**config.mk**
```make
export PLATFORM = sky130hd
export DESIGN_NAME = axiBridge
export DESIGN_NICKNAME = d
export VERILOG_FILES = /design/src/verilog/axiBridgePkg.sv /design/src/verilog/axiReqCapture.sv /design/src/verilog/axiReadEngine.sv /design/src/verilog/axiWriteEngine.sv /design/src/verilog/axiBridge.sv
export SDC_FILE = /design/constraint.sdc
export NUM_CORES = 1
export LEC_CHECK = 0
export BUFFER_PORTS_ARGS = -buffer_cell sky130_fd_sc_hd__buf_2
export CAP_MARGIN = 20
export CORE_MARGIN = 2
export CORE_UTILIZATION = 30
export DETAILED_ROUTE_END_ITERATION = 16
export SYNTH_ARGS = -nofsm -noshare
export SYNTH_HDL_FRONTEND = slang
export SYNTH_SLANG_ARGS = --single-unit
```
**constraint.sdc**
```tcl
create_clock -name clk -period 4.6 [get_ports clk]
set_input_delay 0.46 -clock clk [delete_from_list [all_inputs] [get_ports clk]]
set_output_delay 0.46 -clock clk [all_outputs]
set_load 0.005 [all_outputs]
```
**src/verilog/axiBridgePkg.sv**
```systemverilog
package axiBridgePkg;

    // bus geometry
    localparam int wordW = 32;
    localparam int addrW = 32;
    localparam int strbW = wordW / 8;
    localparam int lineBeats = 4;
    localparam int lineW = wordW * lineBeats;
    localparam int beatCntW = $clog2(lineBeats);
    localparam int lineOffsetBits = 4;

    // AXI field widths
    localparam int idW = 4;
    localparam int lenW = 4;
    localparam int sizeW = 3;
    localparam int burstW = 2;

    localparam logic [idW-1:0] idInst = 4'd0;
    localparam logic [idW-1:0] idData = 4'd1;

    localparam logic [lenW-1:0] lineLen = 4'd3;     // four beats per line
    localparam logic [lenW-1:0] singleLen = 4'd0;

    localparam logic [sizeW-1:0] wordSize = 3'd2;   // four bytes per beat

    localparam logic [burstW-1:0] burstFixed = 2'd0;
    localparam logic [burstW-1:0] burstIncr = 2'd1;
    localparam logic [burstW-1:0] burstWrap = 2'd2;

    typedef logic [wordW-1:0] wordT;
    typedef logic [lineW-1:0] lineT;

    typedef struct packed {
        logic [addrW-1:0] pc;
    } instReqT;

    typedef struct packed {
        logic [addrW-1:0] addr;
        wordT             data;
        logic             writeEn;
        logic [strbW-1:0] strobe;
        logic [sizeW-1:0] size;
    } dataReqT;

    typedef struct packed {
        logic [idW-1:0]    id;
        logic [addrW-1:0]  addr;
        logic [lenW-1:0]   len;
        logic [sizeW-1:0]  size;
        logic [burstW-1:0] burst;
    } axiAddrT;

    typedef struct packed {
        wordT             data;
        logic [strbW-1:0] strobe;
        logic             last;
    } axiWDataT;

    typedef struct packed {
        logic [idW-1:0] id;
        wordT           data;
        logic           last;
    } axiRDataT;

endpackage

```
**src/verilog/axiReqCapture.sv**
```systemverilog
`timescale 1ns/1ps

module axiReqCapture (
    input  logic                   clk,
    input  logic                   rst,
    input  logic                   instReqValid,
    input  axiBridgePkg::instReqT  instReq,
    input  logic                   dataReqValid,
    input  axiBridgePkg::dataReqT  dataReq,
    input  logic                   instDone,
    input  logic                   dataDone,
    output logic                   instReqReady,
    output logic                   dataReqReady,
    output logic                   instPending,
    output logic                   dataReadPending,
    output logic                   dataWritePending,
    output axiBridgePkg::axiAddrT  rdAddr,
    output axiBridgePkg::axiAddrT  wrAddr,
    output axiBridgePkg::axiWDataT wrBeat
);

    logic                  instBusy;
    logic                  dataBusy;
    axiBridgePkg::instReqT instSlot;
    axiBridgePkg::dataReqT dataSlot;
    logic                  instLoad;
    logic                  dataLoad;

    assign instReqReady = !instBusy;
    assign dataReqReady = !dataBusy;
    assign instLoad = instReqValid && instReqReady;
    assign dataLoad = dataReqValid && dataReqReady;

    assign instPending = instBusy;
    assign dataReadPending = dataBusy && !dataSlot.writeEn;
    assign dataWritePending = dataBusy && dataSlot.writeEn;

    always_ff @(posedge clk) begin
        if (rst) begin
            instBusy <= 1'b0;
            dataBusy <= 1'b0;
        end else begin
            if (instLoad) begin
                instBusy <= 1'b1;
            end else if (instDone) begin
                instBusy <= 1'b0;    // freed once the fetch address is on its way
            end
            if (dataLoad) begin
                dataBusy <= 1'b1;
            end else if (dataDone) begin
                dataBusy <= 1'b0;
            end
        end
    end

    always_ff @(posedge clk) begin
        if (instLoad) begin
            instSlot <= instReq;
        end
        if (dataLoad) begin
            dataSlot <= dataReq;
        end
    end

    // a waiting data read wins the read address channel over a fetch
    always_comb begin
        if (dataReadPending) begin
            rdAddr.id = axiBridgePkg::idData;
            rdAddr.addr = dataSlot.addr;
            rdAddr.len = axiBridgePkg::singleLen;
            rdAddr.size = dataSlot.size;
            rdAddr.burst = axiBridgePkg::burstFixed;
        end else begin
            rdAddr.id = axiBridgePkg::idInst;
            rdAddr.addr = {instSlot.pc[axiBridgePkg::addrW-1:axiBridgePkg::lineOffsetBits],
                           {axiBridgePkg::lineOffsetBits{1'b0}}};
            rdAddr.len = axiBridgePkg::lineLen;
            rdAddr.size = axiBridgePkg::wordSize;
            rdAddr.burst = axiBridgePkg::burstWrap;
        end
    end

    always_comb begin
        wrAddr.id = axiBridgePkg::idData;
        wrAddr.addr = dataSlot.addr;
        wrAddr.len = axiBridgePkg::singleLen;
        wrAddr.size = dataSlot.size;
        wrAddr.burst = axiBridgePkg::burstIncr;
        wrBeat.data = dataSlot.data;
        wrBeat.strobe = dataSlot.strobe;
        wrBeat.last = 1'b1;      // single beat write
    end

    // a done pulse always belongs to a request held in its slot
    assert property (@(posedge clk) disable iff (rst) instDone |-> instBusy)
        else $error("instruction done pulse with an empty slot");

    assert property (@(posedge clk) disable iff (rst) dataDone |-> dataBusy)
        else $error("data done pulse with an empty slot");

endmodule

```
**src/verilog/axiReadEngine.sv**
```systemverilog
`timescale 1ns/1ps

module axiReadEngine (
    input  logic                   clk,
    input  logic                   rst,
    input  logic                   instPending,
    input  logic                   dataReadPending,
    input  axiBridgePkg::axiAddrT  rdAddr,
    input  logic                   arReady,
    input  logic                   rValid,
    input  axiBridgePkg::axiRDataT r,
    input  logic                   instRespReady,
    input  logic                   dataRespReady,
    output logic                   arValid,
    output axiBridgePkg::axiAddrT  ar,
    output logic                   rReady,
    output logic                   instRespValid,
    output axiBridgePkg::lineT     instLine,
    output logic                   dataRespValid,
    output axiBridgePkg::wordT     dataRdata,
    output logic                   instDone,
    output logic                   dataDone
);

    typedef enum logic [1:0] {
        idle,
        instBeats,
        dataBeat
    } stateT;

    stateT                             state;
    logic [axiBridgePkg::beatCntW-1:0] beatCnt;
    axiBridgePkg::lineT                lineBuf;
    logic                              arHeld;
    axiBridgePkg::axiAddrT             arHold;
    logic                              arFire;
    logic                              arIsData;
    logic                              rFire;

    assign arValid = (state == idle) && (instPending || dataReadPending);
    assign ar = arHeld ? arHold : rdAddr;   // an offered phase stays put until it is taken
    assign arFire = arValid && arReady;
    assign arIsData = (ar.id == axiBridgePkg::idData);
    assign rFire = rValid && rReady;

    assign instDone = arFire && !arIsData;
    assign dataDone = (state == dataBeat) && rFire;
    assign dataRdata = r.data;

    always_comb begin
        rReady = 1'b0;
        instRespValid = 1'b0;
        dataRespValid = 1'b0;
        case (state)
            instBeats: begin
                instRespValid = rValid && r.last;
                rReady = !(rValid && r.last) || instRespReady;  // last beat waits on the CPU
            end
            dataBeat: begin
                dataRespValid = rValid;
                rReady = dataRespReady;
            end
            default: begin
                rReady = 1'b0;
            end
        endcase
    end

    // the beat on the bus fills the slot the counter points at
    always_comb begin
        instLine = lineBuf;
        instLine[beatCnt*axiBridgePkg::wordW +: axiBridgePkg::wordW] = r.data;
    end

    always_ff @(posedge clk) begin
        if (rst) begin
            state <= idle;
            beatCnt <= '0;
            arHeld <= 1'b0;
        end else begin
            arHeld <= arValid && !arReady;
            case (state)
                idle: begin
                    if (arFire) begin
                        state <= arIsData ? dataBeat : instBeats;
                    end
                end
                instBeats: begin
                    if (rFire) begin
                        beatCnt <= r.last ? '0 : beatCnt + 1'b1;
                        if (r.last) begin
                            state <= idle;
                        end
                    end
                end
                dataBeat: begin
                    if (rFire) begin
                        state <= idle;
                    end
                end
                default: begin
                    state <= idle;
                end
            endcase
        end
    end

    always_ff @(posedge clk) begin
        if (!arHeld) begin
            arHold <= rdAddr;
        end
        if (state == instBeats && rFire) begin
            lineBuf[beatCnt*axiBridgePkg::wordW +: axiBridgePkg::wordW] <= r.data;
        end
    end

    // a read beat only comes back for an address the engine has handed over
    assert property (@(posedge clk) disable iff (rst) state == idle |-> !rValid)
        else $error("read beat offered while no burst is outstanding");

    // the slave must close a line burst on exactly the fourth beat
    assert property (@(posedge clk) disable iff (rst)
        state == instBeats && rFire && r.last |-> beatCnt == axiBridgePkg::lineBeats - 1)
        else $error("line burst ended on beat %0d", beatCnt);

endmodule

```
**src/verilog/axiWriteEngine.sv**
```systemverilog
`timescale 1ns/1ps

module axiWriteEngine (
    input  logic                   clk,
    input  logic                   rst,
    input  logic                   dataWritePending,
    input  axiBridgePkg::axiAddrT  wrAddr,
    input  axiBridgePkg::axiWDataT wrBeat,
    input  logic                   awReady,
    input  logic                   wReady,
    input  logic                   bValid,
    output logic                   awValid,
    output axiBridgePkg::axiAddrT  aw,
    output logic                   wValid,
    output axiBridgePkg::axiWDataT w,
    output logic                   bReady,
    output logic                   writeDone
);

    typedef enum logic [1:0] {
        idle,
        addr,
        data,
        resp
    } stateT;

    stateT state;

    // the capture slot holds the write steady until writeDone
    assign aw = wrAddr;
    assign w = wrBeat;

    assign awValid = (state == addr);
    assign wValid = (state == data);
    assign bReady = (state == resp);
    assign writeDone = bReady && bValid;

    always_ff @(posedge clk) begin
        if (rst) begin
            state <= idle;
        end else begin
            case (state)
                idle: begin
                    if (dataWritePending) begin
                        state <= addr;
                    end
                end
                addr: begin
                    if (awReady) begin
                        state <= data;
                    end
                end
                data: begin
                    if (wReady) begin
                        state <= resp;
                    end
                end
                resp: begin
                    if (bValid) begin
                        state <= idle;   // slot is released on the same edge
                    end
                end
                default: begin
                    state <= idle;
                end
            endcase
        end
    end

    // a write response only comes back once the write beat has gone out
    assert property (@(posedge clk) disable iff (rst) bValid |-> bReady)
        else $error("bValid raised with no write response owed");

    assert property (@(posedge clk) disable iff (rst)
        writeDone |-> $past(dataWritePending))
        else $error("write response with no write pending");

endmodule

```
**src/verilog/axiBridge.sv**
```systemverilog
`timescale 1ns/1ps

module axiBridge (
    input  logic                   clk,
    input  logic                   rst,
    input  logic                   instReqValid,
    input  axiBridgePkg::instReqT  instReq,
    output logic                   instReqReady,
    output logic                   instRespValid,
    output axiBridgePkg::lineT     instLine,
    input  logic                   instRespReady,
    input  logic                   dataReqValid,
    input  axiBridgePkg::dataReqT  dataReq,
    output logic                   dataReqReady,
    output logic                   dataRespValid,
    output axiBridgePkg::wordT     dataRdata,
    input  logic                   dataRespReady,
    output logic                   arValid,
    output axiBridgePkg::axiAddrT  ar,
    input  logic                   arReady,
    input  logic                   rValid,
    input  axiBridgePkg::axiRDataT r,
    output logic                   rReady,
    output logic                   awValid,
    output axiBridgePkg::axiAddrT  aw,
    input  logic                   awReady,
    output logic                   wValid,
    output axiBridgePkg::axiWDataT w,
    input  logic                   wReady,
    input  logic                   bValid,
    output logic                   bReady
);

    logic                   instPending;
    logic                   dataReadPending;
    logic                   dataWritePending;
    axiBridgePkg::axiAddrT  rdAddr;
    axiBridgePkg::axiAddrT  wrAddr;
    axiBridgePkg::axiWDataT wrBeat;
    logic                   instDone;
    logic                   readDataDone;
    logic                   writeDone;

    axiReqCapture reqCapture (
        .clk(clk),
        .rst(rst),
        .instReqValid(instReqValid),
        .instReq(instReq),
        .dataReqValid(dataReqValid),
        .dataReq(dataReq),
        .instDone(instDone),
        .dataDone(readDataDone | writeDone),   // either engine frees the data slot
        .instReqReady(instReqReady),
        .dataReqReady(dataReqReady),
        .instPending(instPending),
        .dataReadPending(dataReadPending),
        .dataWritePending(dataWritePending),
        .rdAddr(rdAddr),
        .wrAddr(wrAddr),
        .wrBeat(wrBeat)
    );

    axiReadEngine readEngine (
        .clk(clk),
        .rst(rst),
        .instPending(instPending),
        .dataReadPending(dataReadPending),
        .rdAddr(rdAddr),
        .arReady(arReady),
        .rValid(rValid),
        .r(r),
        .instRespReady(instRespReady),
        .dataRespReady(dataRespReady),
        .arValid(arValid),
        .ar(ar),
        .rReady(rReady),
        .instRespValid(instRespValid),
        .instLine(instLine),
        .dataRespValid(dataRespValid),
        .dataRdata(dataRdata),
        .instDone(instDone),
        .dataDone(readDataDone)
    );

    axiWriteEngine writeEngine (
        .clk(clk),
        .rst(rst),
        .dataWritePending(dataWritePending),
        .wrAddr(wrAddr),
        .wrBeat(wrBeat),
        .awReady(awReady),
        .wReady(wReady),
        .bValid(bValid),
        .awValid(awValid),
        .aw(aw),
        .wValid(wValid),
        .w(w),
        .bReady(bReady),
        .writeDone(writeDone)
    );

endmodule

```
==> flow_summary.toml, run 1 <==
[timing]
fin_crit_sh_pct = 76.2
relSlewSlack_pct = 30.0
finalWorstPathRequiredPeriod_ns = 3.50
finalSetupViolCount = 0
clock-skew-final_ns = 0.0161
final_hold_viol_count = 0
max_slew_violation_count = 0
worst_pin_slew_ns = 1.05
grt_setup_unrepaired = "false"
maxClockFrequency_mhz = 285
fin_worst_hold_slack_ns = 0.0624
finalSetupTns_ns = 0

[setup_path]
worstPathMaxFanout = 22
timing.rr.start = "readEngine.state[1]"
worstPathCellList = "inv_2 -> ha_1 -> nor3_2 -> buf_12 -> nand2_1 -> o21ai_0 -> buf_2"
timing.critical_path.arrival_ns = 3.04
critPathRequiredTime_ns = 4.14
end_kind = "output port"
critical_path_buf_inv_count = 3
crit_path_start = "readEngine.beatCnt[0]"
critPathLaunchType = "register"
worst_path_class_setup = "reg2out"
critical_path_slowest_stage_cell = "sky130_fd_sc_hd__nor3_2"
critical-path-max-stage-delay_ns = 0.77
crit_family = "simple AND/OR/NAND/NOR gates"

[synthesis]
yosys_warnings = 0
ys_seq_area_share_pct = 67.1
avgSynthCellArea_um2 = 11.5
ys_types = 37
post_synth_inst_count = 1025
yosys_register_bits = 282
postSynth.topFlopCell = "sky130_fd_sc_hd__edfxtp_1"
post_synth_instance_area_um2 = 11800
synth-edff-count = 228
async_flop_share_pct = 0

[final_layout]
nets = 1520
final-instance-count-excl-fill = 1898
layout-drive-gt1-share_pct = 36.7
area_delta_synth_final_pct = 26.1

[cts]
clock_sinks = 282
numCtsBuffers = 30
cts-root-buf = "sky130_fd_sc_hd__clkbuf_16"
tritoncts = "yes"
ctsResizeCount = 0
post-cts-setup-buffer-count = 0
worst_setup_hold_path_clk_slew_ns = 0.06
cts-hold-fix-buffers = 0
insertion_delay_of_the_later_clocked_pin_in_the_worst_skew_pair_ns = 0.57
htreeDepth = 1
cts_max_path_buffers = 3

[hold_path]
min_from = "dataReq[38]"
hold_path_class = "in2reg"

[floorplan]
chipHeight_um = 202
placeableCoreArea_um2 = 38700
initial_core_util_pct = 30.5
die_width_um = 202
floorplan.die_area_um2 = 41000
num_io_pins = 448
floorplan.rows = 72

[placed_design]
dp.final_hpwl_um = 23600
dp.cells = 1841
port_buffers = 428
gp_congestion = 0.826

[global_routing]
number_of_antenna_violations_at_the_first_check_in_global_routing = 0
grt_remaining_overflow = 0
first_global_vias = 8249
track_usage_pct = 15.5
grt_start_max_net_pins = 74
wire_length_of_the_first_global_routing_pass_um = 48900

[route]
route.detailed.drc = 0
drt_first_iter_violations = 415
routedWlPerCell_um = 17.5
drt_first_pass_iters = 5
antenna_violating_nets_post_route = 0
detail_route.wirelength_um = 33200
avgViaCountPerCell = 4.31
routed-via-count = 8184

[power]
power.density_nw_per_um2 = 411
max-vdd-ir-drop_uv = 371
p_leak_nw = 6.57

[outcome]
status = "finished clean"

[run]
drv.max_cap_violation_count = 0
cells in the mapped netlist (6+ instances only):
master,instances,area share (%)
sky130_fd_sc_hd__edfxtp_1,228,58
sky130_fd_sc_hd__nand2_1,176,5.6
sky130_fd_sc_hd__inv_1,146,4.6
sky130_fd_sc_hd__o21ai_0,123,5.2
sky130_fd_sc_hd__buf_4,114,7.2
sky130_fd_sc_hd__dfxtp_1,54,9.2
sky130_fd_sc_hd__o21ai_1,44,1.9
sky130_fd_sc_hd__clkbuf_1,32,1.0
sky130_fd_sc_hd__mux2i_1,30,2.5
sky130_fd_sc_hd__ha_1,13,1.4
sky130_fd_sc_hd__a21oi_1,9,0.38
sky130_fd_sc_hd__nor2_1,9,0.29
sky130_fd_sc_hd__and2_1,7,0.37
sky130_fd_sc_hd__buf_2,6,0.25
flip-flops by register name, indices dropped and copies added (netlist names):
signal and flops:
readEngine.state 2, reqCapture.wrAddr 35, reqCapture.instPending 1, readEngine.beatCnt 2, reqCapture.wrBeat 36, writeEngine.state 2
readEngine.lineBuf 128, reqCapture.dataSlot 1, reqCapture.instSlot 28, readEngine.arHold 45, reqCapture.dataBusy 1, readEngine.arHeld 1
cells in the final DEF, fill, tap and decap left out, types with 3 or more instances in the layout:
cell	synthesis	final
sky130_fd_sc_hd__buf_2	6	428
sky130_fd_sc_hd__conb_1	2	11
sky130_fd_sc_hd__ha_1	13	13
sky130_fd_sc_hd__nor2_1	9	9
sky130_fd_sc_hd__dfxtp_1	54	53
sky130_fd_sc_hd__a21oi_1	9	9
sky130_fd_sc_hd__clkbuf_8	0	6
sky130_fd_sc_hd__clkbuf_16	0	31
sky130_fd_sc_hd__and2_1	7	7
sky130_fd_sc_hd__clkinv_2	0	5
sky130_fd_sc_hd__bufinv_16	0	5
sky130_fd_sc_hd__buf_4	114	12
sky130_fd_sc_hd__edfxtp_1	228	228
sky130_fd_sc_hd__o21ai_1	44	44
sky130_fd_sc_hd__mux2i_1	30	30
sky130_fd_sc_hd__o21ai_0	123	123
sky130_fd_sc_hd__nand2_1	176	176
sky130_fd_sc_hd__clkinvlp_4	0	3
sky130_fd_sc_hd__inv_1	146	145
power breakdown:
group	total (mW)	switching (mW)	internal (mW)	leakage, nW
combinational	0.528	0.308	0.220	3.48
sequential	2.94	0.0580	2.88	2.56
clock	2.64	1.04	1.60	0.530
total	6.11	1.41	4.71	6.57
final cells by class:
cell class | instances | area, µm²
Clock inverter | 17 | 223
Fill cell | 3851 | 23800
Inverter | 147 | 554
Sequential cell | 282 | 7930
Antenna cell | 1 | 2.50
Tap cell | 518 | 648
Multi-Input combinational cell | 452 | 2390
Timing Repair Buffer | 442 | 2270
Clock buffer | 39 | 866
logic make-up after synthesis:
| group | synth area share (%) |
|---|---|
| buffers and inverters | 13.3 |
| and+or+nand+nor | 7.49 |
| AOI/OAI and AO/OA | 8.12 |
| adders and majority gates | 1.38 |
| muxes | 2.54 |
| other | 0.0636 |
| DFF | 67.1 |
routing by layer:
layer | wire length (µm) | vias up | GRT usage (%)
li1 | - | 3965 | -
met1 | 12800 | 3827 | 17.9
met2 | 17000 | 350 | 27.8
met3 | 2870 | 42 | 4.64
met4 | 653 | 0 | 4.35
met5 | 0 | - | 0
path summary, 6_finish.rpt:
kind	to	slack [ns]	depth (start not counted)
worst max-delay path	instLine[5]	1.10	7
worst max register to register	readEngine.lineBuf[35]	2.05	7
worst min register to register	readEngine.arHold[5]	0.45	2
worst min-delay path	reqCapture.wrBeat[35]	0.06	1
stage by stage:
stage	util (%)	power [mW]	worst slack (ns)	cell area, µm²
finish	38.4	6.11	1.10	14900
global route	38.4	6.35	0.867	14900
CTS	38.4	6.20	0.985	14900
detailed placement	35.6	3.53	1.62	13800
global placement	35.6	3.52	1.69	13800
floorplan	-	3.30	0.441	11800
(Power assumes the default switching activity.)
==> inputs of run 2 (changes only) <==
- clock period: 4.6 -> 3.35 ns (I/O delays scaled with it)
==> run 2 against run 1 <==
Against the previous run:
- combinational power up 58%
- cell area is 6.2% higher
- clock power increased by 23%
- first-iteration DRC count decreased by 1.2%
- wire length rose by 2.8%
- total power is 33% higher
- sequential cell count unchanged
- clock-buffer cell count rose by 6
- final cell count up 5.5%
- worst setup slack worse by 0.79 ns
- hold slack better by 0.058 ns
- die area stayed put
- critical path type unchanged
==> flow_summary.toml, run 2 (same netlist as run 1, synthesis figures left out) <==
[route]
route.detailed.drc = 0
avgViaCountPerCell = 4.32
drt_first_iter_violations = 410
detail_route.wirelength_um = 34200
antenna_violating_nets_post_route = 0
routed-via-count = 8651
routedWlPerCell_um = 17.1
drt_first_pass_iters = 5

[timing]
clock-skew-final_ns = 0.0226
worst_pin_slew_ns = 0.786
fin_worst_hold_slack_ns = 0.120
grt_setup_unrepaired = "false"
finalSetupTns_ns = 0
relSlewSlack_pct = 47.6
max_slew_violation_count = 0
finalWorstPathRequiredPeriod_ns = 3.04
fin_crit_sh_pct = 90.9
final_hold_viol_count = 0
finalSetupViolCount = 0
fin_ws_ns = 0.307
maxClockFrequency_mhz = 329

[power]
power.share.combinational_pct = 10.3
max-vdd-ir-drop_uv = 371
sw_frac_of_total_pct = 23.2
net-switching-power_mw = 1.88
power.density_nw_per_um2 = 514
p_total_mw = 8.13
internal_power_mw = 6.25
p_leak_nw = 6.94
power_frac_clock_pct = 40.1
seqPwrFrac_pct = 49.6

[setup_path]
critical-path-max-stage-delay_ns = 0.51
timing.critical_path.arrival_ns = 2.71
end_kind = "output port"
critPathLaunchType = "register"
worst_path_class_setup = "reg2out"
timing.rr.start = "readEngine.state[0]"
worstPathMaxFanout = 32
worstPathCellList = "inv_2 -> ha_1 -> nor4b_4 -> buf_4 -> nand2_1 -> o21ai_1 -> buf_2"
crit_path_start = "readEngine.beatCnt[0]"
critPathRequiredTime_ns = 3.01
critical_path_slowest_stage_cell = "sky130_fd_sc_hd__dfxtp_1"

[cts]
numCtsBuffers = 29
post-cts-setup-buffer-count = 0
htreeDepth = 1
cts-root-buf = "sky130_fd_sc_hd__clkbuf_16"
cts_max_path_buffers = 3
insertion_delay_of_the_later_clocked_pin_in_the_worst_skew_pair_ns = 0.56
worst_setup_hold_path_clk_slew_ns = 0.06
clock_sinks = 282
tritoncts = "yes"

[final_layout]
nets = 1627
most_frequent_cells_in_the_layout = "sky130_fd_sc_hd__buf_2 (428), sky130_fd_sc_hd__edfxtp_1 (228), sky130_fd_sc_hd__nand2_1 (176), sky130_fd_sc_hd__inv_1 (145), sky130_fd_sc_hd__o21ai_0 (123)"
area_delta_synth_final_pct = 33.9
num_antenna_cells = 0
largest_register = "readEngine.lineBuf"
max_ffs_per_register = 128
layout_commonest_cell = "sky130_fd_sc_hd__buf_2"
num-fill-cells = 3700
layout-drive-gt1-share_pct = 34.0

[hold_path]
min_from = "r[0]"
hold_path_class = "in2reg"

[global_routing]
grt_start_max_net_pins = 39
first_global_vias = 8728
grt_remaining_overflow = 0
number_of_antenna_violations_at_the_first_check_in_global_routing = 0
wire_length_of_the_first_global_routing_pass_um = 50600
track_usage_pct = 15.9

[floorplan]
num_io_pins = 448
chipHeight_um = 202
placeableCoreArea_um2 = 38700
floorplan.rows = 72
initial_core_util_pct = 30.5
floorplan.die_area_um2 = 41000
die_width_um = 202

[placed_design]
port_buffers = 428
gp_congestion = 0.851
pre_cts_ws_ns = 0.849
dp.final_hpwl_um = 23300

[outcome]
status = "finished clean"

[run]
drv.max_cap_violation_count = 0
[run 2: cell types whose count changed in the layout (fill, tap and decap cells not counted), sizes merged]
cell         before  now
clkinv            7    3
diode             1    0
buf             442  449
inv             149  146
clkbuf           39   45
dlygate4sd3       0  101
clkinvlp          3    4
bufinv            5    2
[run 2: final timing paths]
kind | cells after the start | slack [ns] | endpoint
setup reg to reg | 7 | 0.91 | readEngine.lineBuf[56]
hold / removal | 3 | 0.12 | readEngine.beatCnt[0]
setup / recovery | 7 | 0.31 | instLine[108]
hold reg to reg | 2 | 0.46 | readEngine.arHold[6]
[run 2: worst max-delay path, delay by kind of cell, from the launching register on]
family | cells | cell delay [ns]
DFF | 1 | 0.51
and+or+nand+nor | 2 | 0.38
buffers and inverters | 3 | 0.70
adders and majority gates | 1 | 0.41
AOI/OAI and AO/OA | 1 | 0.13
[run 2: layout make-up]
| class | count | area, µm² | share of cell area, % |
|---|---|---|---|
| well taps | 518 | 648 | 4.10 |
| inverters | 147 | 556 | 3.51 |
| clock inverters | 8 | 97.6 | 0.617 |
| multi-input cells | 452 | 2390 | 15.1 |
| clock buffers | 45 | 857 | 5.42 |
| repair buffers | 550 | 3340 | 21.1 |
| flip-flops and latches | 282 | 7930 | 50.1 |
[run 2: power groups by stage]
stage               logic [mW]  registers (mW)  clock network (mW)
global route             0.924            4.05                3.46
finish                   0.834            4.04                3.26
CTS                      0.835            4.03                3.33
global placement         0.722            4.10                   0
detailed placement       0.739            4.11                   0
floorplan                0.447            4.08                   0
[run 2: metal layers]
layer | vias up | share of wire, % | GRT usage (%) | wire length [µm]
li1 | 4160 | - | - | -
met1 | 4040 | 39 | 18.0 | 13200
met2 | 385 | 50 | 28.3 | 17000
met3 | 66 | 8.1 | 4.53 | 2770
met4 | 0 | 3.6 | 6.33 | 1240
met5 | - | 0 | 0 | 0
[run 2: repair_timing]
action / 4_1_cts / 5_1_grt
endpoints found under the setup margin: 0 / 0
hold buffers: 101 / 0
gates resized for setup: 0 / 0
hold endpoints to repair: 101 / 0
[run 2: metrics by stage]
step	utilization (%)	std cells	area, µm²
after floorplan	-	1034	11900
after global placement	35.8	1848	13900
after detailed placement	35.8	1848	13900
after CTS	40.8	2002	15800
after global routing	40.8	2002	15800
final	40.8	2002	15800
